### config.mk
export PLATFORM = sky130hd
export DESIGN_NAME = executeStage
export DESIGN_NICKNAME = d
export VERILOG_FILES = /design/src/rtl/mipsPkg.sv /design/src/rtl/executeStage.sv
export SDC_FILE = /design/constraint.sdc
export NUM_CORES = 2
export LEC_CHECK = 0
export BUFFER_PORTS_ARGS = -buffer_cell sky130_fd_sc_hd__buf_2
export CAP_MARGIN = 20
export CORE_MARGIN = 10
export CORE_UTILIZATION = 50
export CTS_BUF_LIST = sky130_fd_sc_hd__clkbuf_8
export CTS_CLUSTER_DIAMETER = 200
export DETAILED_ROUTE_END_ITERATION = 8
export PLACE_DENSITY = 0.66
export SYNTH_ARGS = -nofsm -noshare
export SYNTH_HDL_FRONTEND = slang
export SYNTH_SLANG_ARGS = --single-unit
### constraint.sdc
create_clock -name clk -period 22.7 [get_ports clk]
set_input_delay 1.135 -clock clk [delete_from_list [all_inputs] [get_ports clk]]
set_output_delay 1.135 -clock clk [all_outputs]
set_load 0.02 [all_outputs]
### src/rtl/mipsPkg.sv
`default_nettype none

package mipsPkg;

    localparam logic [31:0] resetPc = 32'h0000_0000;
    localparam int mulLatency = 4;
    localparam int mulCountWidth = $clog2(mulLatency + 1);

    // primary opcodes.
    localparam logic [5:0] opSpecial = 6'h00;
    localparam logic [5:0] opSpecial2 = 6'h1c;
    localparam logic [5:0] opBeq = 6'h04;
    localparam logic [5:0] opBne = 6'h05;
    localparam logic [5:0] opAddiu = 6'h09;
    localparam logic [5:0] opOri = 6'h0d;
    localparam logic [5:0] opLui = 6'h0f;

    // function field values.
    localparam logic [5:0] fnAddu = 6'h21;
    localparam logic [5:0] fnSubu = 6'h23;
    localparam logic [5:0] fnAnd = 6'h24;
    localparam logic [5:0] fnOr = 6'h25;
    localparam logic [5:0] fnXor = 6'h26;
    localparam logic [5:0] fnSlt = 6'h2a;
    localparam logic [5:0] fnMul = 6'h02; // special2 group.

    typedef struct packed {
        logic valid;
        logic [31:0] pc;
        logic [31:0] instr;
    } fetchSlot_t;

    typedef fetchSlot_t [1:0] fetchPair_t; // slot 0 is older.

    typedef enum logic [3:0] {
        aluAdd, aluSub, aluAnd, aluOr, aluXor, aluSlt, aluLui, aluMul, aluBeq, aluBne, aluNop
    } aluOp_e;

    typedef struct packed {
        logic valid;
        aluOp_e op;
        logic writes;
        logic [4:0] dest;
        logic [4:0] rs;
        logic [4:0] rt;
        logic [31:0] valA;
        logic [31:0] valB;
        logic [31:0] imm;
        logic useImm;
        logic [31:0] pc;
    } execSlot_t;

    typedef execSlot_t [1:0] execPair_t;

    typedef struct packed {
        logic valid;
        logic [4:0] dest;
        logic [31:0] value;
    } commitSlot_t;

    typedef commitSlot_t [1:0] commitPair_t;

endpackage

`default_nettype wire

### src/rtl/executeStage.sv
`default_nettype none

module executeStage
    import mipsPkg::*;
(
    input logic clk,
    input logic reset,
    input execPair_t execIn,
    input logic firstCycle,
    output logic busy,
    output logic redirect,
    output logic [31:0] redirectPc,
    output commitPair_t commit
);

    logic [1:0][31:0] fwdA, fwdB;
    logic [1:0][31:0] savedA, savedB;
    logic [1:0][31:0] opA, opB;
    logic [1:0][31:0] result;
    logic [1:0][31:0] target;
    logic [1:0] taken;
    logic hasMul;
    logic [mulCountWidth-1:0] mulCount, cyclesDone;
    commitPair_t commitNext;

    // newest writeback value wins.
    function automatic logic [31:0] forward(
        input logic [4:0] r,
        input logic [31:0] v,
        input commitPair_t c
    );
        logic [31:0] res;
        res = v;
        if (c[0].valid && c[0].dest == r)
            res = c[0].value;
        if (c[1].valid && c[1].dest == r)
            res = c[1].value;
        return res;
    endfunction

    function automatic logic [31:0] aluResult(
        input aluOp_e op,
        input logic [31:0] a,
        input logic [31:0] b
    );
        case (op)
            aluAdd: return a + b;
            aluSub: return a - b;
            aluAnd: return a & b;
            aluOr: return a | b;
            aluXor: return a ^ b;
            aluSlt: return ($signed(a) < $signed(b)) ? 32'd1 : 32'd0;
            aluLui: return b;
            aluMul: return a * b; // low word of the product.
            default: return '0;
        endcase
    endfunction

    always_comb
    begin
        for (int i = 0; i < 2; i++)
        begin
            fwdA[i] = forward(execIn[i].rs, execIn[i].valA, commit);
            fwdB[i] = forward(execIn[i].rt, execIn[i].valB, commit);
        end
        // writeback drains during a mul stall, so use the captured operands.
        opA = firstCycle ? fwdA : savedA;
        opB = firstCycle ? fwdB : savedB;
        result[0] = aluResult(execIn[0].op, opA[0],
                              execIn[0].useImm ? execIn[0].imm : opB[0]);
        // cascade slot 0 result into slot 1.
        if (execIn[0].valid && execIn[0].writes && execIn[0].dest == execIn[1].rs)
            opA[1] = result[0];
        if (execIn[0].valid && execIn[0].writes && execIn[0].dest == execIn[1].rt)
            opB[1] = result[0];
        result[1] = aluResult(execIn[1].op, opA[1],
                              execIn[1].useImm ? execIn[1].imm : opB[1]);
        for (int i = 0; i < 2; i++)
        begin
            target[i] = execIn[i].pc + 32'd4 + {execIn[i].imm[29:0], 2'b00};
            taken[i] = execIn[i].valid
                && ((execIn[i].op == aluBeq && opA[i] == opB[i])
                    || (execIn[i].op == aluBne && opA[i] != opB[i]));
        end
    end

    assign hasMul = (execIn[0].valid && execIn[0].op == aluMul)
        || (execIn[1].valid && execIn[1].op == aluMul);
    assign cyclesDone = firstCycle ? '0 : mulCount;
    assign busy = hasMul && (cyclesDone < mulCountWidth'(mulLatency - 1));

    // redirect waits for the pair to finish so the flush cannot kill it.
    assign redirect = !busy && (taken[0] || taken[1]);
    assign redirectPc = taken[0] ? target[0] : target[1];

    always_comb
    begin
        for (int i = 0; i < 2; i++)
        begin
            commitNext[i].valid = execIn[i].valid && execIn[i].writes && !busy;
            commitNext[i].dest = execIn[i].dest;
            commitNext[i].value = result[i];
        end
        commitNext[1].valid = commitNext[1].valid && !taken[0];
    end

    always_ff @(posedge clk)
    begin
        if (reset)
        begin
            commit <= '0;
            mulCount <= '0;
        end
        else
        begin
            commit <= commitNext;
            mulCount <= busy ? cyclesDone + 1'b1 : '0;
        end
    end

    always_ff @(posedge clk)
    begin
        if (firstCycle)
        begin
            savedA <= fwdA;
            savedB <= fwdB;
        end
    end

endmodule

`default_nettype wire

## Word level (Yosys, flattened, before mapping)

Cells that the tools add are included.

| storage, ports and cells | value |
|---|---|
| register bits | 207 |
| bits in latches | 0 |
| bits in writable memories | 0 |
| memory bits (read-only) | 0 |
| output and inout bits | 110 |
| word-level logic and storage cells | 118 |
| memories | 0 |

| cells by class | value |
|---|---|
| $add $sub $neg | 9 |
| $mul | 2 |
| divide/modulo/power cells | 0 |
| order comparisons | 3 |
| equal/unequal tests | 32 |
| shift operators | 0 |
| multiplexer cells | 20 |
| bitwise gates (word level) | 7 |
| reduce and logical (&&, ||, !) cells | 34 |

Operator list:

| cell | number |
|---|---|
| $pmux W32 S8 | 2 |
| $mux W32 | 13 |
| $add A32 B32 Y32 | 4 |
| $mux W64 | 2 |
| $add A32 B3 Y32 const B | 2 |
| $and A32 B32 Y32 | 2 |
| $eq A32 B32 Y1 | 2 |
| $lt A32 B32 Y1 | 2 |
| $mul A32 B32 Y32 | 2 |
| $ne A32 B32 Y1 | 2 |
| $or A32 B32 Y32 | 2 |
| $sub A32 B32 Y32 | 2 |
| $xor A32 B32 Y32 | 2 |
| $eq A5 B5 Y1 | 10 |
| $eq A4 B3 Y1 const B | 8 |
| $logic_and A1 B1 Y1 | 25 |
| $eq A4 B2 Y1 const B | 4 |
| $eq A4 B4 Y1 const B | 4 |
| $eq A4 B1 Y1 const B | 2 |
| $logic_not A4 Y1 | 2 |
| $logic_or A1 B1 Y1 | 4 |
| $add A3 B1 Y3 const B | 1 |
| $lt A3 B2 Y1 const B | 1 |
| $mux W3 | 1 |
| other kinds (4) | 6 |

## Depth between registers and ports, before layout

| depth | value |
|---|---|
| depth in word-level cells | 16 |
| mapped depth | 68 |
| mapped depth without buffers | 62 |

## Least setup slack after synthesis

OpenSTA, ideal clock, no wires.

| timing path | value |
|---|---|
| path type | input-to-reg |
| start point | input port execIn[137] in the netlist's numbering |
| end point | register commit[69] in the netlist's numbering |
| setup time | 0.065 ns |
| data arrival time | 16.496 ns |
| path slack | 6.140 ns |
| stages | 60 |
| path buffers | 5 |
| cells stage by stage | xor2_1 > or4_4 > nor2_4 > buf_8 > buf_12 > buf_12 > mux2i_1 > a21oi_1 > mux2_2 > buf_1 > nand2_1 > fa_1 > inv_1 > fa_1 > inv_1 > fa_1 > fa_1 > inv_1 > [24 not listed] > fa_1 > fa_1 > fa_1 > xnor2_1 > xnor2_1 > xnor2_1 > xnor2_1 > xnor2_1 > xnor2_1 > xnor2_1 > xnor2_1 > xnor3_1 > xnor2_1 > xnor3_1 > xor3_1 > xnor3_1 > o221a_1 > nor2_1 |

RTL lines:

| item | RTL line | source |
|---|---|---|
| start, declared | executeStage.sv:8 | `input execPair_t execIn,` |
| end signal, assigned | executeStage.sv:116 | `commit <= commitNext;` |
| end, declared | executeStage.sv:13 | `output commitPair_t commit` |

## Final worst setup path

| timing path | value |
|---|---|
| start point | input port execIn[134] in the netlist's numbering |
| end point | register commit[69] in the netlist's numbering |

| on the way | value |
|---|---|
| longest elaborated chain between the ends | 12 |

Ends and longest elaborated chain:

| item | RTL line | source |
|---|---|---|
| $eq A5 B5 Y1 | executeStage.sv:34 | `if (c[0].valid && c[0].dest == r)` |
| $logic_and A1 B1 Y1 | executeStage.sv:34 |  |
| $mux W32 | executeStage.sv:34 |  |
| $mux W32 * | executeStage.sv:36 | `if (c[1].valid && c[1].dest == r)` |
| $mux W64 * | - |  |
| branches (longest 2 deep; another with $mul A32 B32 Y32) | - |  |
| $pmux W32 S8 * | executeStage.sv:46 | `case (op)` |
| $mux W32 | executeStage.sv:74 | `if (execIn[0].valid && execIn[0].writes && execIn[0].dest == execIn[1].rt)` |
| $mux W32 | executeStage.sv:77 | `execIn[1].useImm ? execIn[1].imm : opB[1]);` |
| $mul A32 B32 Y32 (tied with other cells) | executeStage.sv:54 | `aluMul: return a * b;` |
| $pmux W32 S8 * | executeStage.sv:46 |  |

Mark *: on every way between the ends.
A chain may end at the register's enable or synchronous reset.

==> results.cfg <==
[route]
drt-total-wl_mm = 277.9
wl_met2_mm = 117.8
drc_errors = 0
wl_met3_mm = 35.16
drt-initial-drc-count = 6844
wire_per_inst_um = 31.35
drtPass1Iterations = 7
via_count = 55635
antenna_left = 0
wl_met1_mm = 102.1
maxUsedRoutingLayer = met5
via_per_inst = 6.276

[clock_network]
cts_resized = 0
htree_levels = 2
post_cts_buffers = 0
cts_root_buffer = clkbuf_8
cts_buffers = 43
tritoncts = done
holdBufCountCts = 0
clk_latency_ns = 0.66
numClockSinks = 207
path_clk_slew_ns = 0.06
clk_path_buf_depth = 3

[critical_path]
crit_slowest_cell = clkinv_1
crit_type = input pin to register
crit_top_cell = fa_1
cp.arrival_ns = 20.20
crit_fanout = 41
start_kind = input pin
worstSetupEndpointType = register
slowest_delay_ns = 1.04
required_ns = 23.27

[floorplanning]
start_util_pct = 50.23
die_w_um = 356.0
ios = 413
die-area_mm2 = 0.1267
num_rows = 123
die_h_um = 356.0
coreArea_mm2 = 0.1123

[timing]
hold_violations = 0
max_slew_margin_pct = 18.81
fin_setup_tns_ns = 0
final.min_clock_period_ns = 19.63
fin_hold_ws_ns = 0.4584
worstMarginPinSlew_ns = 1.216
setup_viol = 0
fmax_mhz = 50.94
period_share_pct = 86.48
clock_skew_ns = 0.04720
slew_violations = 0
rsz0062_at_grt = false

[cells_and_area]
seq_area_mm2 = 0.004144
drive_above_1_share_pct = 11.44
syn2layout_area_growth_pct = 8.853
fillers = 10773
multiInputGateArea_mm2 = 0.04655
nets = 8991

[synth]
ys_types = 116
synth-simple-area-share_pct = 16.59
muxShareOfSynthArea_pct = 4.133
synthTopCellsByCount = inv_1, nand2_1, fa_1, nor2_1, ha_1
synth_top_area_share_pct = 29.16
yosysSeqAreaShare_pct = 7.343
ys_ff_latch = 207
syn_nets = 8722
synth_area_leader_cell = fa_1
yosys_warnings = 0
syn_avg_cell_area_um2 = 8.012
netlist_instances = 7044
yosysMostFrequentCell = inv_1
synthArstFlopShare_pct = 0
synth-edff-count = 0
synth_area_mm2 = 0.05643
synthFlopType = dfxtp_1
synth-adder-area-share_pct = 41.42
synth_area_leaders = fa_1, ha_1, inv_1
synth_top_family_by_area = adder cells
synthXorXnorAreaFrac_pct = 5.629
synth_compound_area_share_pct = 14.34

[status]
outcome = finished clean

[global_route]
grt_max_degree = 67
grt_pass1_wl_mm = 395.3
antenna_found_initial = 19
grt_usage_pct = 42.75
grt_overflow = 0
first_global_vias = 55168

[place]
gp_congestion = 1.074
dpl.hpwl_mm = 220.3
io_buffer_count = 412

[job]
maxCapViolations = 0

[min_path]
worstHoldPathType = register to register
## through the flow
| stage | worst slack [ns] | area (um^2) | cells | utilization (%) |
|---|---|---|---|---|
| finish | 3.070 | 61430 | 8865 | 54.68 |
| global route | 2.787 | 61410 | 8857 | 54.66 |
| CTS | 3.571 | 61380 | 8845 | 54.64 |
| detailed placement | 2.910 | 60350 | 8768 | 53.72 |
| global placement | 3.077 | 60350 | 8767 | 53.72 |
| floorplan | 6.140 | 56430 | 7044 | - |
## layout make-up
| type | count | share of cell area [%] |
|---|---|---|
| antenna | 20 | 0.08147 |
| clock buffer | 54 | 1.210 |
| clock inverter | 23 | 0.4623 |
| inverter | 1187 | 7.267 |
| multi-input combinational | 5295 | 75.77 |
| sequential | 207 | 6.746 |
| tap | 1500 | 3.055 |
| timing repair buffer | 579 | 5.404 |
## cells by family (layout without fill, tap and decap cells)
group,Yosys count,in the layout
other,0,20
AOI/OAI and AO/OA,1191,1191
DFF,207,207
buffers and inverters,1542,1843
and+or+nand+nor,2166,2166
adders and majority gates,1375,1375
xor gates and xnor gates,338,338
muxes,225,225
## flip-flops by register name (all words and copies together) (netlist names)
name      count
savedA       64
commit       76
savedB       64
mulCount      3
## final timing paths
path / startpoint / endpoint / slack (ns) / cells past startpoint
min reg2reg: savedA[57] / savedA[57] / 0.46 / 2
max: execIn[134] / commit[69] / 3.07 / 57
max reg2reg: commit[70] / commit[69] / 3.08 / 56
min: savedA[57] / savedA[57] / 0.46 / 2
## critical path, delay by kind of cell
family / cells / cell delay (ns)
buf+inv: 8 / 1.80
xor+xnor: 14 / 3.02
mux: 1 / 0.93
simple gates: 10 / 3.45
fa+ha+maj: 17 / 7.29
compound gates: 7 / 2.49
## routing by layer
layer / global-route usage, % / up-vias
li1: - / 23377
met5: 0 / -
met3: 13.27 / 1029
met1: 52.54 / 27306
met2: 64.27 / 3917
met4: 28.10 / 6
## cells in the final DEF (no fill, tap or decap), types with 35 or more instances in the layout
master    netlist  routed
ha_1          553     553
dfxtp_1       207     207
xnor2_1       234     234
nor2b_1        53      53
a221oi_1       46      45
a21oi_1       262     261
a31oi_1        50      47
nor3_1        108     105
or3_1          42      42
fa_1          822     822
nand3_1       111     110
mux2_2         47      47
a21o_1         55      54
o21bai_1       43      43
nand2_1       895     895
xor2_1         88      88
mux2i_1       175     167
clkbuf_8        0      54
a22oi_1        35      35
o221ai_1       41      38
buf_4           9     166
o21ai_0       274     266
nor2_1        723     722
inv_1        1152    1162
buf_2          41     412
nand2b_1       38      38
a211oi_1       67      67
Power is left out: the tool's default activity adds up to more than one toggle a clock period on the data nets, which glitch-free logic cannot reach.
