`src/rtl/mipsPkg.sv`:
```
`default_nettype none

package mipsPkg;

    localparam logic [31:0] resetPc = 32'h0000_0000;
    localparam int mulLatency = 4;
    localparam int mulCountWidth = $clog2(mulLatency + 1);

    // primary opcodes.
    localparam logic [5:0] opSpecial = 6'h00;
    localparam logic [5:0] opSpecial2 = 6'h1c;
    localparam logic [5:0] opBeq = 6'h04;
    localparam logic [5:0] opBne = 6'h05;
    localparam logic [5:0] opAddiu = 6'h09;
    localparam logic [5:0] opOri = 6'h0d;
    localparam logic [5:0] opLui = 6'h0f;

    // function field values.
    localparam logic [5:0] fnAddu = 6'h21;
    localparam logic [5:0] fnSubu = 6'h23;
    localparam logic [5:0] fnAnd = 6'h24;
    localparam logic [5:0] fnOr = 6'h25;
    localparam logic [5:0] fnXor = 6'h26;
    localparam logic [5:0] fnSlt = 6'h2a;
    localparam logic [5:0] fnMul = 6'h02; // special2 group.

    typedef struct packed {
        logic valid;
        logic [31:0] pc;
        logic [31:0] instr;
    } fetchSlot_t;

    typedef fetchSlot_t [1:0] fetchPair_t; // slot 0 is older.

    typedef enum logic [3:0] {
        aluAdd, aluSub, aluAnd, aluOr, aluXor, aluSlt, aluLui, aluMul, aluBeq, aluBne, aluNop
    } aluOp_e;

    typedef struct packed {
        logic valid;
        aluOp_e op;
        logic writes;
        logic [4:0] dest;
        logic [4:0] rs;
        logic [4:0] rt;
        logic [31:0] valA;
        logic [31:0] valB;
        logic [31:0] imm;
        logic useImm;
        logic [31:0] pc;
    } execSlot_t;

    typedef execSlot_t [1:0] execPair_t;

    typedef struct packed {
        logic valid;
        logic [4:0] dest;
        logic [31:0] value;
    } commitSlot_t;

    typedef commitSlot_t [1:0] commitPair_t;

endpackage

`default_nettype wire

```
`src/rtl/regFile.sv`:
```
`default_nettype none

module regFile
    import mipsPkg::*;
(
    input logic clk,
    input logic [3:0][4:0] readAddr,
    output logic [3:0][31:0] readData,
    input commitPair_t writes
);

    logic [31:0] regs [32];

    // slot 1 is written last, so it wins on a shared destination.
    always_ff @(posedge clk)
    begin
        if (writes[0].valid && writes[0].dest != 5'd0)
            regs[writes[0].dest] <= writes[0].value;
        if (writes[1].valid && writes[1].dest != 5'd0)
            regs[writes[1].dest] <= writes[1].value;
    end

    always_comb
    begin
        for (int i = 0; i < 4; i++)
        begin
            if (readAddr[i] == 5'd0)
                readData[i] = '0;
            else if (writes[1].valid && writes[1].dest == readAddr[i])
                readData[i] = writes[1].value; // write-first bypass.
            else if (writes[0].valid && writes[0].dest == readAddr[i])
                readData[i] = writes[0].value;
            else
                readData[i] = regs[readAddr[i]];
        end
    end

endmodule

`default_nettype wire

```
`config.mk`:
```
export PLATFORM = sky130hd
export DESIGN_NAME = regFile
export DESIGN_NICKNAME = d
export VERILOG_FILES = /design/src/rtl/mipsPkg.sv /design/src/rtl/regFile.sv
export SDC_FILE = /design/constraint.sdc
export NUM_CORES = 2
export LEC_CHECK = 0
export BUFFER_PORTS_ARGS = -buffer_cell sky130_fd_sc_hd__buf_2
export CELL_PAD_IN_SITES_DETAIL_PLACEMENT = 2
export CELL_PAD_IN_SITES_GLOBAL_PLACEMENT = 2
export CORE_ASPECT_RATIO = 1.25
export CORE_MARGIN = 5
export CORE_UTILIZATION = 35
export CTS_CLUSTER_SIZE = 30
export DETAILED_ROUTE_END_ITERATION = 16
export PLACE_DENSITY_LB_ADDON = 0.1
export SYNTH_ARGS = -nofsm -noshare
export SYNTH_HDL_FRONTEND = slang
export SYNTH_SLANG_ARGS = --single-unit
```
`constraint.sdc`:
```
create_clock -name clk -period 8.7 [get_ports clk]
set_clock_uncertainty 0.1 [all_clocks]
set_input_delay 0.435 -clock clk [delete_from_list [all_inputs] [get_ports clk]]
set_output_delay 0.435 -clock clk [all_outputs]
set_load 0.01 [all_outputs]
```
## After elaboration in Yosys (flattened, before gate mapping)

Memory sizes are Yosys's and may differ from the RTL's.
Cells that the tools add are included.

| word-level totals | value |
|---|---|
| memory bits (writable) | 1024 |
| bits in latches | 0 |
| memories | 1 |
| register bits after elaboration | 0 |
| output and inout port bits | 128 |
| bits in read-only memories | 0 |

Memories:

| memory | depth | width | rd ports | clocked after Yosys merged registers in | wr ports | RTL line | text |
|---|---|---|---|---|---|---|---|
| regs | 32 | 32 | 4 | 0 | 2 | regFile.sv:12 | `logic [31:0] regs [32];` |

| operators by class | value |
|---|---|
| equality and inequality tests | 8 |
| $lt $le $gt $ge | 0 |
| muxes and demuxes | 16 |
| add/sub/neg operators | 0 |
| divide/modulo/power cells | 0 |
| reduce and logical (&&, ||, !) cells | 16 |
| multipliers | 0 |
| bitwise gates (word level) | 0 |
| shift-type cells | 0 |

Operator list:

| cell | number |
|---|---|
| 32-bit 2-to-1 mux | 12 |
| 5-bit == test | 8 |
| 5-bit logical NOT | 4 |
| 1-bit logical AND | 10 |
| 5-bit nonzero test | 2 |
| 1-bit 2-to-1 mux | 4 |

## Depth between registers and ports, before layout

| depth | value |
|---|---|
| word-level depth | 5 |
| mapped depth | 10 |
| mapped depth without buffers | 5 |

## Least setup slack after synthesis

No wires, ideal clock.

| timing path | value |
|---|---|
| kind | in2reg |
| from | input port writes[32] (netlist name) |
| to | memory regs[16][0], enable pin |
| arrival time | 3.395 ns |
| library setup time | 0.466 ns |
| setup slack | 4.739 ns |
| data required time | 8.134 ns |
| stages on the path | 4 |
| path through | clkbuf_1 -> or2_2 -> clkbuf_1 -> o21ai_0 |

RTL lines:

| item | RTL line | text |
|---|---|---|
| start: declaration | regFile.sv:9 | `input commitPair_t writes` |
| end: declaration | regFile.sv:12 |  |

==> impl_results.html <==
<table>
<tr><th>Metric</th><th>Value</th></tr>
<tr><th colspan="2">Outcome</th></tr>
<tr><td>Run status</td><td>complete, no violations</td></tr>
<tr><th colspan="2">GRT</th></tr>
<tr><td>Number of global-route vias before repair</td><td>62687</td></tr>
<tr><td>Maximum number of pins on one net before global-route repair</td><td>91</td></tr>
<tr><td>Wire length of the first global-routing pass</td><td>556000 um</td></tr>
<tr><td>Residual overflow from global routing</td><td>0</td></tr>
<tr><td>GRT Resource Usage Total</td><td>34.2%</td></tr>
<tr><td>Antenna violations before repair</td><td>28</td></tr>
<tr><th colspan="2">Place</th></tr>
<tr><td>Number of instances in the placed design</td><td>8074</td></tr>
<tr><td>IO buf count</td><td>224</td></tr>
<tr><td>Placed inst area</td><td>82900 um2</td></tr>
<tr><td>Detailed placer's ending HPWL</td><td>251000 um</td></tr>
<tr><td>Final GP Congestion</td><td>0.862</td></tr>
<tr><th colspan="2">Critical path</th></tr>
<tr><td>Worst EP arrival</td><td>4.58 ns</td></tr>
<tr><td>Most frequent cell on the critical path</td><td>sky130_fd_sc_hd__buf_4</td></tr>
<tr><td>Family of cells with the greatest summed delay on the critical path</td><td>buffers and inverters</td></tr>
<tr><td>Worst Path Max Fanout</td><td>30</td></tr>
<tr><td>CP max-delay cell</td><td>sky130_fd_sc_hd__and3b_2</td></tr>
<tr><td>Crit-path cells</td><td>buf_4 -&gt; buf_4 -&gt; and3b_2 -&gt; buf_4 -&gt; a221oi_1 -&gt; o211a_1 -&gt; nor4_1 -&gt; a221o_1 -&gt; buf_2</td></tr>
<tr><td>Worst setup path class</td><td>input pin to output pin</td></tr>
<tr><td>Type of element capturing the critical path</td><td>output pin</td></tr>
<tr><td>Required time of the worst setup path</td><td>8.17 ns</td></tr>
<tr><td>Combined buffer and inverter count along the critical path</td><td>4</td></tr>
<tr><td>Slowest cell delay on critical path</td><td>0.81 ns</td></tr>
<tr><td>Startpoint types</td><td>input pin</td></tr>
<tr><th colspan="2">Pwr</th></tr>
<tr><td>Ratio of total power to cell area</td><td>163 nW/um2</td></tr>
<tr><td>Total net switching power</td><td>4.24 mW</td></tr>
<tr><td>Gate power share</td><td>19.7%</td></tr>
<tr><td>PnR Total Power</td><td>14.3 mW</td></tr>
<tr><td>Register share of total power</td><td>39.9%</td></tr>
<tr><td>Cell-internal power</td><td>10.0 mW</td></tr>
<tr><td>Clock share of power</td><td>40.5%</td></tr>
<tr><td>Reported leakage power</td><td>29.1 nW</td></tr>
<tr><td>Switching share of power</td><td>29.7%</td></tr>
<tr><td>Largest voltage drop on the vdd net</td><td>0.000151 V</td></tr>
<tr><th colspan="2">Synth</th></tr>
<tr><td>Gate count after technology mapping</td><td>5518</td></tr>
<tr><td>Post-synth top flop</td><td>sky130_fd_sc_hd__edfxtp_1</td></tr>
<tr><td>Post-Syn Area per Cell</td><td>14.4 um2</td></tr>
<tr><td>Area of the mapped netlist</td><td>79300 um2</td></tr>
<tr><td>FFs w/ async S/R, synth</td><td>0%</td></tr>
<tr><td>Number of flip-flops and latches in the synthesized netlist</td><td>1024</td></tr>
<tr><td>Share of synthesized area occupied by flip-flops and latches</td><td>38.8%</td></tr>
<tr><td>Number of distinct library cells after synthesis</td><td>50</td></tr>
<tr><td>Number of flops mapped to enable cells by yosys</td><td>1024</td></tr>
<tr><td>Yosys warning count</td><td>0</td></tr>
<tr><th colspan="2">Clocking</th></tr>
<tr><td>Total CTS buffers</td><td>142</td></tr>
<tr><td># clock sinks</td><td>1024</td></tr>
<tr><td>Clock slew at the register clock pins of the worst setup and hold paths</td><td>0.05 ns</td></tr>
<tr><td>CTS H-Tree Depth</td><td>4</td></tr>
<tr><td>Cell at the root of the clock tree</td><td>sky130_fd_sc_hd__clkbuf_16</td></tr>
<tr><td>Hold-fix buffers at CTS</td><td>1</td></tr>
<tr><td>Post-CTS Setup Inserts</td><td>0</td></tr>
<tr><td>Post-cts sizing count</td><td>0</td></tr>
<tr><td>Maximum clock path buffer count</td><td>4</td></tr>
<tr><td>CTS tree</td><td>built</td></tr>
<tr><th colspan="2">STA</th></tr>
<tr><td>Max-Slew Margin vs Limit</td><td>11.9%</td></tr>
<tr><td>Fmax</td><td>196 MHz</td></tr>
<tr><td>Setup TNS</td><td>0 ns</td></tr>
<tr><td>Count of endpoints failing setup in the final report</td><td>0</td></tr>
<tr><td>Unrepaired setup endpoints after global routing</td><td>no</td></tr>
<tr><td>Final period demand of the worst path</td><td>5.11 ns</td></tr>
<tr><td>Post-route fraction of the period consumed by the critical path</td><td>58.8%</td></tr>
<tr><td>Transition time of the tightest slew-check pin</td><td>1.32 ns</td></tr>
<tr><td>Final hold violation count</td><td>0</td></tr>
<tr><td>Final slew viol count</td><td>0</td></tr>
<tr><th colspan="2">Min path</th></tr>
<tr><td>Hold Path Sink</td><td>regs[0][22]</td></tr>
<tr><td>Hold Crit Depth</td><td>1</td></tr>
<tr><td>Worst min-delay path category</td><td>input pin to flop</td></tr>
<tr><td>Hold_sp</td><td>writes[22]</td></tr>
<tr><th colspan="2">Drt</th></tr>
<tr><td>Antenna-violating nets left</td><td>0</td></tr>
<tr><td>Number of optimization iterations in the first detailed-route pass</td><td>5</td></tr>
<tr><td>Average detailed-routed wire length per instance</td><td>49.9 um</td></tr>
<tr><td>Aggregate routed wire length</td><td>416000 um</td></tr>
<tr><td>Ratio of routed vias to standard cells</td><td>7.18</td></tr>
<tr><td>Detailed router's first-iteration violation count</td><td>6720</td></tr>
<tr><td>Via count</td><td>59858</td></tr>
<tr><td>Drt drc</td><td>0</td></tr>
<tr><th colspan="2">Final layout</th></tr>
<tr><td>Synth-to-Final Area Change</td><td>10.1%</td></tr>
<tr><td>Filler Cells Inserted</td><td>22013</td></tr>
<tr><td>Area of the multi-input gates</td><td>45600 um2</td></tr>
<tr><td>Post-layout util</td><td>38.7%</td></tr>
<tr><td>Ratio of cells with drive above 1 in the final layout</td><td>50.6%</td></tr>
<tr><td>Number of flip-flops under the largest register name</td><td>1024</td></tr>
<tr><td>Sequential cell area in the final layout</td><td>30700 um2</td></tr>
<tr><td>Final non-filler cell total</td><td>8335</td></tr>
<tr><td>Post-layout nets</td><td>5361</td></tr>
<tr><td>Post-route cell area</td><td>87300 um2</td></tr>
<tr><th colspan="2">Die</th></tr>
<tr><td>DIE HEIGHT</td><td>542 um</td></tr>
<tr><td>I/O pin total</td><td>225</td></tr>
<tr><td>Row count</td><td>195</td></tr>
<tr><td>Die Footprint</td><td>236000 um2</td></tr>
<tr><td>Core area</td><td>226000 um2</td></tr>
<tr><td>Floorplan die width</td><td>436 um</td></tr>
<tr><td>Starting Density</td><td>35.1%</td></tr>
<tr><th colspan="2">Job</th></tr>
<tr><td>Max-capacitance violation count</td><td>0</td></tr>
</table>
cells in the mapped netlist (4+ instances only):
master / count / share of area [%]
sky130_fd_sc_hd__mux4_2: 779 / 22
sky130_fd_sc_hd__or3b_2: 5 / 0.055
sky130_fd_sc_hd__nand4_1: 5 / 0.039
sky130_fd_sc_hd__and3_1: 5 / 0.039
sky130_fd_sc_hd__o21ai_0: 30 / 0.19
sky130_fd_sc_hd__buf_1: 87 / 0.41
sky130_fd_sc_hd__mux2_2: 1217 / 17
sky130_fd_sc_hd__xnor2_1: 24 / 0.27
sky130_fd_sc_hd__nand3_1: 7 / 0.044
sky130_fd_sc_hd__nand2_1: 159 / 0.75
sky130_fd_sc_hd__a21oi_1: 4 / 0.025
sky130_fd_sc_hd__buf_6: 23 / 0.33
sky130_fd_sc_hd__mux2i_1: 382 / 4.8
sky130_fd_sc_hd__o221ai_1: 124 / 1.4
sky130_fd_sc_hd__o211a_1: 120 / 1.5
sky130_fd_sc_hd__xor2_1: 16 / 0.18
sky130_fd_sc_hd__clkbuf_1: 472 / 2.2
sky130_fd_sc_hd__a221o_1: 128 / 1.6
sky130_fd_sc_hd__nor3_1: 6 / 0.038
sky130_fd_sc_hd__and3b_1: 5 / 0.055
sky130_fd_sc_hd__a22oi_1: 4 / 0.038
sky130_fd_sc_hd__a211oi_1: 128 / 1.2
sky130_fd_sc_hd__edfxtp_1: 1024 / 39
sky130_fd_sc_hd__a22o_1: 123 / 1.4
sky130_fd_sc_hd__o22ai_1: 20 / 0.16
sky130_fd_sc_hd__and2_1: 8 / 0.063
sky130_fd_sc_hd__nor3b_1: 15 / 0.14
sky130_fd_sc_hd__nand3b_1: 8 / 0.076
sky130_fd_sc_hd__buf_2: 217 / 1.4
sky130_fd_sc_hd__a221oi_1: 120 / 1.3
sky130_fd_sc_hd__nor2b_1: 15 / 0.12
sky130_fd_sc_hd__nor2_1: 27 / 0.13
sky130_fd_sc_hd__buf_4: 56 / 0.53
sky130_fd_sc_hd__nor4_1: 125 / 0.99
final cells by class:
class | instances | area share (%)
Multi-Input combinational cell | 3666 | 52.2
Clock inverter | 62 | 0.573
Clock buffer | 178 | 4.35
Timing Repair Buffer | 426 | 3.32
Tap cell | 2955 | 4.24
Antenna cell | 20 | 0.0573
Inverter | 4 | 0.0172
Sequential cell | 1024 | 35.2
worst max-delay path by stage:
stage | startpoint | end | slack, ns | cells after the start
after floorplan | writes[32] | regs[16][0] | 4.74 | 4
after global placement | readAddr[9] | readData[33] | 3.63 | 9
after detailed placement | readAddr[9] | readData[33] | 3.63 | 9
after CTS | readAddr[9] | readData[33] | 3.63 | 9
after global routing | readAddr[9] | readData[33] | 3.65 | 9
final | readAddr[12] | readData[65] | 3.59 | 9
layer usage:
metal / vias to the layer above / part of all wire [%] / GRT usage (%)
met5: - / 0.012 / 0
met4: 8 / 7.2 / 21.3
met3: 1125 / 7.3 / 5.81
met2: 3322 / 48 / 57.6
li1: 22754 / - / -
met1: 32649 / 37 / 40.8
per-stage QoR:
stage	hold slack, ns	setup slack, ns
floorplan	0.502	4.74
global placement	0.799	3.63
detailed placement	0.802	3.63
CTS	0.0345	3.63
global route	0.0881	3.65
finish	0.107	3.59
cells in the final DEF (no fill, tap or decap), drive strengths merged, types with 50 or more instances in the layout:
cell	n
clkbuf	178
a22o	123
o221ai	124
nor4	125
a221o	128
mux2i	382
a211oi	128
mux2	1218
nand2	159
o211a	120
edfxtp	1024
mux4	779
clkinv	50
buf	425
a221oi	120
power groups by stage:
stage	Sequential (mW)	Combinational [mW]	Clock [mW]
finish	5.69	2.80	5.77
global route	5.70	2.88	6.03
CTS	5.68	2.78	5.86
detailed placement	5.78	2.77	0
global placement	5.77	2.75	0
floorplan	5.75	1.75	0
kinds of logic (layout without fill, tap and decap cells):
kind of cell | after synthesis | in the layout | share of synthesized area [%]
XOR/XNOR | 40 | 40 | 0.442
AO/OA/AOI/OAI | 814 | 814 | 8.95
buffers and inverters | 859 | 670 | 4.89
AND/OR/NAND/NOR | 401 | 401 | 2.64
flip-flops | 1024 | 1024 | 38.8
multiplexers | 2379 | 2379 | 44.3
other | 1 | 52 | 0.00473
(Power assumes the default switching activity.)
