--- src/rtl/mipsPkg.sv ---
`default_nettype none

package mipsPkg;

    localparam logic [31:0] resetPc = 32'h0000_0000;
    localparam int mulLatency = 4;
    localparam int mulCountWidth = $clog2(mulLatency + 1);

    // primary opcodes.
    localparam logic [5:0] opSpecial = 6'h00;
    localparam logic [5:0] opSpecial2 = 6'h1c;
    localparam logic [5:0] opBeq = 6'h04;
    localparam logic [5:0] opBne = 6'h05;
    localparam logic [5:0] opAddiu = 6'h09;
    localparam logic [5:0] opOri = 6'h0d;
    localparam logic [5:0] opLui = 6'h0f;

    // function field values.
    localparam logic [5:0] fnAddu = 6'h21;
    localparam logic [5:0] fnSubu = 6'h23;
    localparam logic [5:0] fnAnd = 6'h24;
    localparam logic [5:0] fnOr = 6'h25;
    localparam logic [5:0] fnXor = 6'h26;
    localparam logic [5:0] fnSlt = 6'h2a;
    localparam logic [5:0] fnMul = 6'h02; // special2 group.

    typedef struct packed {
        logic valid;
        logic [31:0] pc;
        logic [31:0] instr;
    } fetchSlot_t;

    typedef fetchSlot_t [1:0] fetchPair_t; // slot 0 is older.

    typedef enum logic [3:0] {
        aluAdd, aluSub, aluAnd, aluOr, aluXor, aluSlt, aluLui, aluMul, aluBeq, aluBne, aluNop
    } aluOp_e;

    typedef struct packed {
        logic valid;
        aluOp_e op;
        logic writes;
        logic [4:0] dest;
        logic [4:0] rs;
        logic [4:0] rt;
        logic [31:0] valA;
        logic [31:0] valB;
        logic [31:0] imm;
        logic useImm;
        logic [31:0] pc;
    } execSlot_t;

    typedef execSlot_t [1:0] execPair_t;

    typedef struct packed {
        logic valid;
        logic [4:0] dest;
        logic [31:0] value;
    } commitSlot_t;

    typedef commitSlot_t [1:0] commitPair_t;

endpackage

`default_nettype wire

--- src/rtl/decodeStage.sv ---
`default_nettype none

module decodeStage
    import mipsPkg::*;
(
    input fetchPair_t fetchIn,
    output logic [3:0][4:0] regAddr,
    input logic [3:0][31:0] regData,
    output execPair_t execOut
);

    function automatic execSlot_t decodeSlot(
        input fetchSlot_t f,
        input logic [31:0] rsVal,
        input logic [31:0] rtVal
    );
        execSlot_t s;
        logic [5:0] opcode;
        logic [5:0] funct;
        opcode = f.instr[31:26];
        funct = f.instr[5:0];
        s = '0;
        s.valid = f.valid;
        s.op = aluNop;
        s.rs = f.instr[25:21];
        s.rt = f.instr[20:16];
        s.valA = rsVal;
        s.valB = rtVal;
        s.pc = f.pc;
        s.imm = {{16{f.instr[15]}}, f.instr[15:0]};
        case (opcode)
            opSpecial:
            begin
                s.dest = f.instr[15:11];
                s.writes = 1'b1;
                case (funct)
                    fnAddu: s.op = aluAdd;
                    fnSubu: s.op = aluSub;
                    fnAnd: s.op = aluAnd;
                    fnOr: s.op = aluOr;
                    fnXor: s.op = aluXor;
                    fnSlt: s.op = aluSlt;
                    default: s.writes = 1'b0; // includes sll 0, the nop.
                endcase
            end
            opSpecial2:
            begin
                s.dest = f.instr[15:11];
                s.writes = (funct == fnMul);
                s.op = (funct == fnMul) ? aluMul : aluNop;
            end
            opAddiu:
            begin
                s.op = aluAdd;
                s.dest = s.rt;
                s.writes = 1'b1;
                s.useImm = 1'b1;
            end
            opOri:
            begin
                s.op = aluOr;
                s.dest = s.rt;
                s.writes = 1'b1;
                s.useImm = 1'b1;
                s.imm = {16'd0, f.instr[15:0]}; // zero extended.
            end
            opLui:
            begin
                s.op = aluLui;
                s.dest = s.rt;
                s.writes = 1'b1;
                s.useImm = 1'b1;
                s.imm = {f.instr[15:0], 16'd0};
            end
            opBeq: s.op = aluBeq;
            opBne: s.op = aluBne;
            default: s.op = aluNop;
        endcase
        // writes to $zero are dropped here.
        s.writes = s.writes && (s.dest != 5'd0);
        return s;
    endfunction

    always_comb
    begin
        for (int i = 0; i < 2; i++)
        begin
            regAddr[2 * i] = fetchIn[i].instr[25:21];
            regAddr[2 * i + 1] = fetchIn[i].instr[20:16];
            execOut[i] = decodeSlot(fetchIn[i], regData[2 * i], regData[2 * i + 1]);
        end
    end

endmodule

`default_nettype wire

--- config.mk ---
export PLATFORM = sky130hd
export DESIGN_NAME = decodeStage
export DESIGN_NICKNAME = d
export VERILOG_FILES = /design/src/rtl/mipsPkg.sv /design/src/rtl/decodeStage.sv
export SDC_FILE = /design/constraint.sdc
export NUM_CORES = 1
export LEC_CHECK = 0
export ABC_AREA = 1
export ABC_CLOCK_PERIOD_IN_PS = 1300
export CAP_MARGIN = 25
export CORE_AREA = 4 4 223 225
export DETAILED_ROUTE_END_ITERATION = 7
export DIE_AREA = 0 0 227 229
export DONT_BUFFER_PORTS = 1
export GPL_ROUTABILITY_DRIVEN = 0
export PLACE_DENSITY_LB_ADDON = 0.25
export SYNTH_ARGS = -nofsm -noshare
export SYNTH_HDL_FRONTEND = slang
export SYNTH_SLANG_ARGS = --single-unit
--- constraint.sdc ---
create_clock -name vclk -period 1.3
set_clock_uncertainty 0.1 [all_clocks]
set_input_delay 0.13 -clock vclk [all_inputs]
set_output_delay 0.13 -clock vclk [all_outputs]
set_load 0.05 [all_outputs]
; ---- Yosys cells after proc, flatten, opt, wreduce, memory -nomap -nowiden
; Cells that the tools add are included.
[totals]
register_bits = 0
wordCells = 50
[op_classes]
n_eq_ne = 26
muxes = 14
reduce_logical = 10
[op_table]
columns = cell, count
row1 = one-hot mux 32 bit (2 select lines), 2
row2 = equality test 6 bit (second input constant), 12
row3 = one-hot mux 4 bit (7 select lines), 2
row4 = one-hot mux 4 bit (6 select lines), 2
row5 = equality test 6 x 4 -> 1 bit (second input constant), 6
row6 = one-hot mux 6 bit (3 select lines), 2
row7 = equality test 6 x 3 -> 1 bit (second input constant), 4
row8 = equality test 6 x 2 -> 1 bit (second input constant), 2
row9 = equality test 6 x 5 -> 1 bit (second input constant), 2
row10 = logical NOT 6 bit, 2
row11 = OR reduction 6 bit, 2
row12 = nonzero test 5 bit, 2
row13 = two-way mux 4 bit, 2
row14 = OR reduction 3 bit, 2
row15 = two-way mux 1 bit, 4
row16 = logical AND 1 bit, 2

; ---- Logic depth before layout (Yosys ltp)
; Gate-level depths: netlist of run 1.
[depth]
word_depth = 6
ltp_mapped = 10
ltp_nobuf = 10

; ---- Least setup slack after synthesis of run 1
; OpenSTA, ideal clock, no wires.
[synth_path]
path_kind = in2out
from = input port fetchIn[30] (netlist name)
to = output port execOut[51] (netlist name)
arrival_time_ps = 1730
required_time_ps = 1070
setup_slack_ps = -660
stages = 5
path_cell_list = nor2_4 -> nand3_4 -> nor2_8 -> inv_4 -> o21ai_0
[synth_lines]
columns = item, line
row1 = "start, declared", decodeStage.sv:6  ; input fetchPair_t fetchIn,
row2 = "end, declared", decodeStage.sv:9  ; output execPair_t execOut

==> metrics.yaml, run 1 <==
outcome:
  status: "finished, violations left"
  failed_checks: "negative setup slack"
detailed_routing:
  drt_iter0_drc: 39
  num_vias: 2584
  finalWirelength_um: 13400
  wl_per_cell_um: 13.3
  viasPerCell: 2.58
  postRouteAntennaNets: 0
  drc: 0
  firstDrtPassIters: 2
timing:
  drv_slew: 0
  setup_violations: 68
  postLayoutSetupSlackWorst_ps: -190
  min_period_ps: 1490
  worst_slew_pin_slew_ps: 421
  relSlewSlack_pct: 71.8
  tns_ps: -6320
  fin_hold_ws_ps: 160
  rsz0062_at_grt: "yes"
  hold_violations: 0
  max_freq_ghz: 0.671
  timing.final.crit_share_pct: 115
final_layout:
  final_cell_area_mm2: 0.00500
  post_layout_nonfiller_instances: 1003
  fin_nets: 648
  area_growth_pct: 67.9
  ff_latch_area_um2: 0
  drive_above_1_share_pct: 76.8
  fillers: 5494
  antennaDiodeCount: 0
  n_clock_buffer: 0
  seq_cells: 0
  finish.utilization_pct: 10.5
  multi_input_area_mm2: 0.00204
critical_path:
  slowest_stage: "o21ai_4"
  crit_fanout: 16
  cp.buffers_inverters: 3
  required_ps: 1070
  worstSetupPathType: "in2out"
  crit_path_start_kind: "input port"
  cp_top_family: "simple AND/OR/NAND/NOR gates"
  crit_chain: "nor2_4 > nand3_4 > buf_12 > nor2_8 > inv_12 > o21ai_4 > buf_12"
  worst_path_largest_cell_delay_ps: 200
  crit_top_cell: "buf_12"
  end_kind: "primary output"
  crit_arrival_ps: 1260
synth:
  synthTopCellsByCount: "234 x buf_4, 60 x nor2_1, 54 x inv_1, 48 x nand2_1, 27 x o21ai_0"
  yosys.area.top_type: "buf_4"
  synthDistinctLibCells: 26
  synthTopCellsByArea: "buf_4 59%, nor2_1 7.6%, inv_1 6.8%, nand2_1 6.1%, o21ai_0 4.5%"
  ys_seq_area_share_pct: 0
  syn_avg_cell_area_um2: 6.09
  synth.most_common_cell: "buf_4"
  synth_cells: 489
  syn-num-nets: 747
  yosys.area.top_type_share_pct: 59.0
  synth_warnings: 0
  synth_area_mm2: 0.00298
global_routing:
  overflow: 0
  grt_usage_pct: 4.59
  grt_first_pass_wirelength_um: 18300
  grt_pass1_vias: 2892
  antenna_found_initial: 0
  grt_max_degree: 17
power:
  pwr-share-seq_pct: 0
  p_leak_nw: 1.95
  power_mw: 1.60
  peakVddDrop_mv: 0.185
  netSwitchingFraction_pct: 58.7
  power.share.combinational_pct: 100.0
  p_sw_uw: 938
  p_int_uw: 661
  clkPwrFrac_pct: 0
  powerDensity_mw_per_mm2: 320
die:
  dieHeight_um: 229
  ios: 578
  die_area_mm2: 0.0520
  rows: 80
  die_w_um: 227
  core_area_mm2: 0.0475
  initial_core_util_pct: 6.26
hold_path:
  min_to: "execOut[162]"
  min_delay_path_depth: 0
  min_path_type: "in2out"
  hold_path_startpoint: "fetchIn[109]"
placement:
  portBuffers: 0
  post-place-ws_ps: -312
  place_inst: 987
  dpl_cell_area_mm2: 0.00407
  hpwl_um: 11200
clock_tree:
  hold_buffers: 0
job:
  max_cap_viol_count: 0
## power by group through the flow
stage,clock [mW],combinational [mW],sequential (mW)
final,0,1.60,0
after global placement,0,1.41,0
after detailed placement,0,1.41,0
after floorplan,0,2.79,0
after CTS,0,1.55,0
after global routing,0,1.67,0
## logic make-up (layout without fill, tap and decap cells)
family,after synthesis,count (layout),share of synthesized area (%)
buf+inv,298,197,68.0
simple gates,148,148,23.2
compound gates,43,43,8.83
## worst max path at each step
stage	start	endpoint	slack (ps)	cells past startpoint
floorplan	fetchIn[70]	execOut[297]	-260	4
global placement	fetchIn[93]	execOut[294]	-320	11
detailed placement	fetchIn[93]	execOut[294]	-310	11
CTS	fetchIn[96]	execOut[294]	-210	11
global route	fetchIn[30]	execOut[147]	-240	7
finish	fetchIn[30]	execOut[63]	-190	7
## layout by cell type, fill, tap and decap left out, drive strengths merged
| cell type | n |
|---|---|
| clkbuf | 1 |
| o21ai | 37 |
| nand2 | 57 |
| a31oi | 1 |
| clkinvlp | 3 |
| inv | 54 |
| buf | 138 |
| clkinv | 1 |
| nor2 | 65 |
| nor3 | 2 |
| o31ai | 1 |
| nand4 | 4 |
| o211ai | 4 |
| nand3 | 20 |
## layer usage
layer | routed length (µm) | vias to the layer above | global-route usage [%]
met3 | 2550 | 102 | 3.25
met4 | 1260 | 0 | 2.95
met5 | 0 | - | 0
met2 | 6880 | 337 | 9.06
li1 | - | 1057 | -
met1 | 2690 | 1088 | 2.75
## layout make-up
type	count	area share [%]
inverters	58	5.48
multi-input cells	191	40.8
well taps	615	15.4
repair buffers	139	38.3
## what timing repair did
| item | in CTS | in global routing |
|---|---|---|
| resized for setup | 97 | 76 |
| endpoints found under the setup margin | 77 | 79 |
| pin swaps | 20 | 34 |
| buffers inserted | 11 | 4 |
| gates cloned | 4 | 1 |
Power figures use the tool's default switching activity.
==> inputs of run 2 (changes only) <==
- ABC_CLOCK_PERIOD_IN_PS: 1300 -> 1520
- clock period: 1.3 -> 1.52 ns (I/O delays scaled with it)
==> metrics.yaml, run 2 (synthesis results as in run 1) <==
die:
  dieHeight_um: 229  # unchanged
  die_area_mm2: 0.0520  # unchanged
  rows: 80  # unchanged
  core_area_mm2: 0.0475  # unchanged
  initial_core_util_pct: 6.26  # unchanged
  ios: 578  # unchanged
  die_w_um: 227  # unchanged
power:
  peakVddDrop_mv: 0.118  # was 0.185 mV
  p_leak_nw: 1.46  # was 1.95 nW
  power_uw: 968  # was 1.60 mW
  powerDensity_mw_per_mm2: 286  # was 320 mW/mm²
outcome:
  status: "finished clean"  # was finished, violations left
hold_path:
  min_path_type: "in2out"  # unchanged
  min_delay_path_depth: 0  # unchanged
timing:
  postLayoutSetupSlackWorst_ps: 46.7  # was -190 ps
  min_period_ps: 1470
  drv_slew: 0  # unchanged
  relSlewSlack_pct: 72.2  # was 71.8%
  setup_violations: 0  # was 68
  max_freq_ghz: 0.679
  hold_violations: 0  # unchanged
  worst_slew_pin_slew_ps: 417  # was 421 ps
  rsz0062_at_grt: "yes"  # unchanged
  timing.final.crit_share_pct: 96.9
global_routing:
  grt_pass1_vias: 2643  # was 2,892
  overflow: 0  # unchanged
  grt_max_degree: 18  # was 17
  grt_usage_pct: 4.32  # was 4.59%
  antenna_found_initial: 0  # unchanged
  grt_first_pass_wirelength_um: 16900  # was 18,300 µm
critical_path:
  cp.depth: 9  # was 7
  critPathCapture: "execOut[144]"  # was execOut[63]
  crit_arrival_ps: 1220  # was 1260 ps
  crit_fanout: 5  # was 16
  cp_top_family: "simple AND/OR/NAND/NOR gates"  # unchanged
  startpoint: "fetchIn[31]"  # was fetchIn[30]
  end_kind: "primary output"  # unchanged
  crit_chain: "nor2_4 > nand3_2 > nand2_4 > nand2_2 > nand2_8 > inv_1 > nand3_1 > nand2_2 > clkinvlp_4"  # was nor2_4 > nand3_4 > buf_12 > nor2_8 > inv_12 > o21ai_4 > buf_12
  crit_path_start_kind: "input port"  # unchanged
  crit_top_cell: "nand2_2"  # was buf_12
  worstSetupPathType: "in2out"  # unchanged
  slowest_stage: "clkinvlp_4"  # was o21ai_4
  required_ps: 1270  # was 1070 ps
  cp.buffers_inverters: 2  # was 3
  worst_path_largest_cell_delay_ps: 200  # about the same
detailed_routing:
  wl_per_cell_um: 13.0  # was 13.3 µm
  postRouteAntennaNets: 0  # unchanged
  drt_iter0_drc: 55  # was 39
  drc: 0  # unchanged
  num_vias: 2406  # was 2,584
  firstDrtPassIters: 2  # unchanged
  viasPerCell: 2.45  # was 2.58
  finalWirelength_um: 12800  # was 13,400 µm
job:
  max_cap_viol_count: 0  # unchanged
final_layout:
  ff_latch_area_um2: 0  # unchanged
  final_cell_area_mm2: 0.00338  # was 0.00500 mm²
  final_cell_mix: "104 x buf_4, 48 x inv_1, 43 x nor2_1, 23 x nand2_1, 23 x o21ai_2"  # was 50 x buf_12, 50 x buf_4, 40 x nor2_4, 39 x inv_1, 30 x o21ai_4
  n_clock_buffer: 0  # unchanged
  drive_above_1_share_pct: 59.1  # was 76.8%
  post_layout_nonfiller_instances: 982  # was 1,003
  seq_cells: 0  # unchanged
  area_growth_pct: 13.7  # was 67.9%
  fin_nets: 627  # was 648
  final_common_cell: "buf_4"
  fillers: 5607  # was 5,494
  antennaDiodeCount: 0  # unchanged
placement:
  dpl_cell_area_mm2: 0.00327  # was 0.00407 mm²
  portBuffers: 0  # unchanged
  post-place-ws_ps: -59.0  # was -312 ps
  hpwl_um: 11400  # was 11,200 µm
  place_inst: 982  # was 987
[run 2: per-stage QoR]
stage | TNS (ps) | utilization [%] | hold slack, ps
2_1_floorplan | -2410 | - | 352
3_3_place_gp | -89.2 | 6.88 | 204
3_5_place_dp | -80.8 | 6.88 | 204
4_1_cts | 0 | 6.99 | 204
5_1_grt | -55.0 | 7.12 | 204
6_report | 0 | 7.12 | 204
[run 2: report_power, final]
group,internal (mW),switching (mW)
Clock,0,0
Combinational,0.307,0.661
Sequential,0,0
[run 2: cell type report]
cell class	count	area (µm²)	share of cell area, %
timing repair buffer	118	1050	31.1
inverter	58	243	7.17
multi-input combinational	191	1320	39.0
tap	615	769	22.7
[run 2: what timing repair did]
item | CTS | global route
cloned | 0 | 0
hold endpoints to repair | 0 | 0
pin swaps | 1 | 6
setup buffers | 0 | 0
setup endpoints to repair | 2 | 17
hold buffers | 0 | 0
resized for setup | 15 | 17
[run 2: worst min path at each step]
| stage | slack, ps | startpoint | endpoint |
|---|---|---|---|
| CTS | 200 | fetchIn[32] | execOut[0] |
| global placement | 200 | fetchIn[32] | execOut[0] |
| detailed placement | 200 | fetchIn[32] | execOut[0] |
| floorplan | 350 | fetchIn[18] | execOut[141] |
| global route | 200 | fetchIn[50] | execOut[18] |
| finish | 200 | regData[26] | execOut[123] |
[run 2: per-layer routing]
| layer | global-route usage (%) | vias to the layer above | wire length (µm) |
|---|---|---|---|
| met5 | 0.190 | - | 0 |
| met3 | 2.48 | 103 | 2180 |
| met4 | 3.50 | 0 | 1180 |
| met2 | 8.68 | 309 | 6650 |
| li1 | - | 1014 | - |
| met1 | 2.51 | 980 | 2750 |
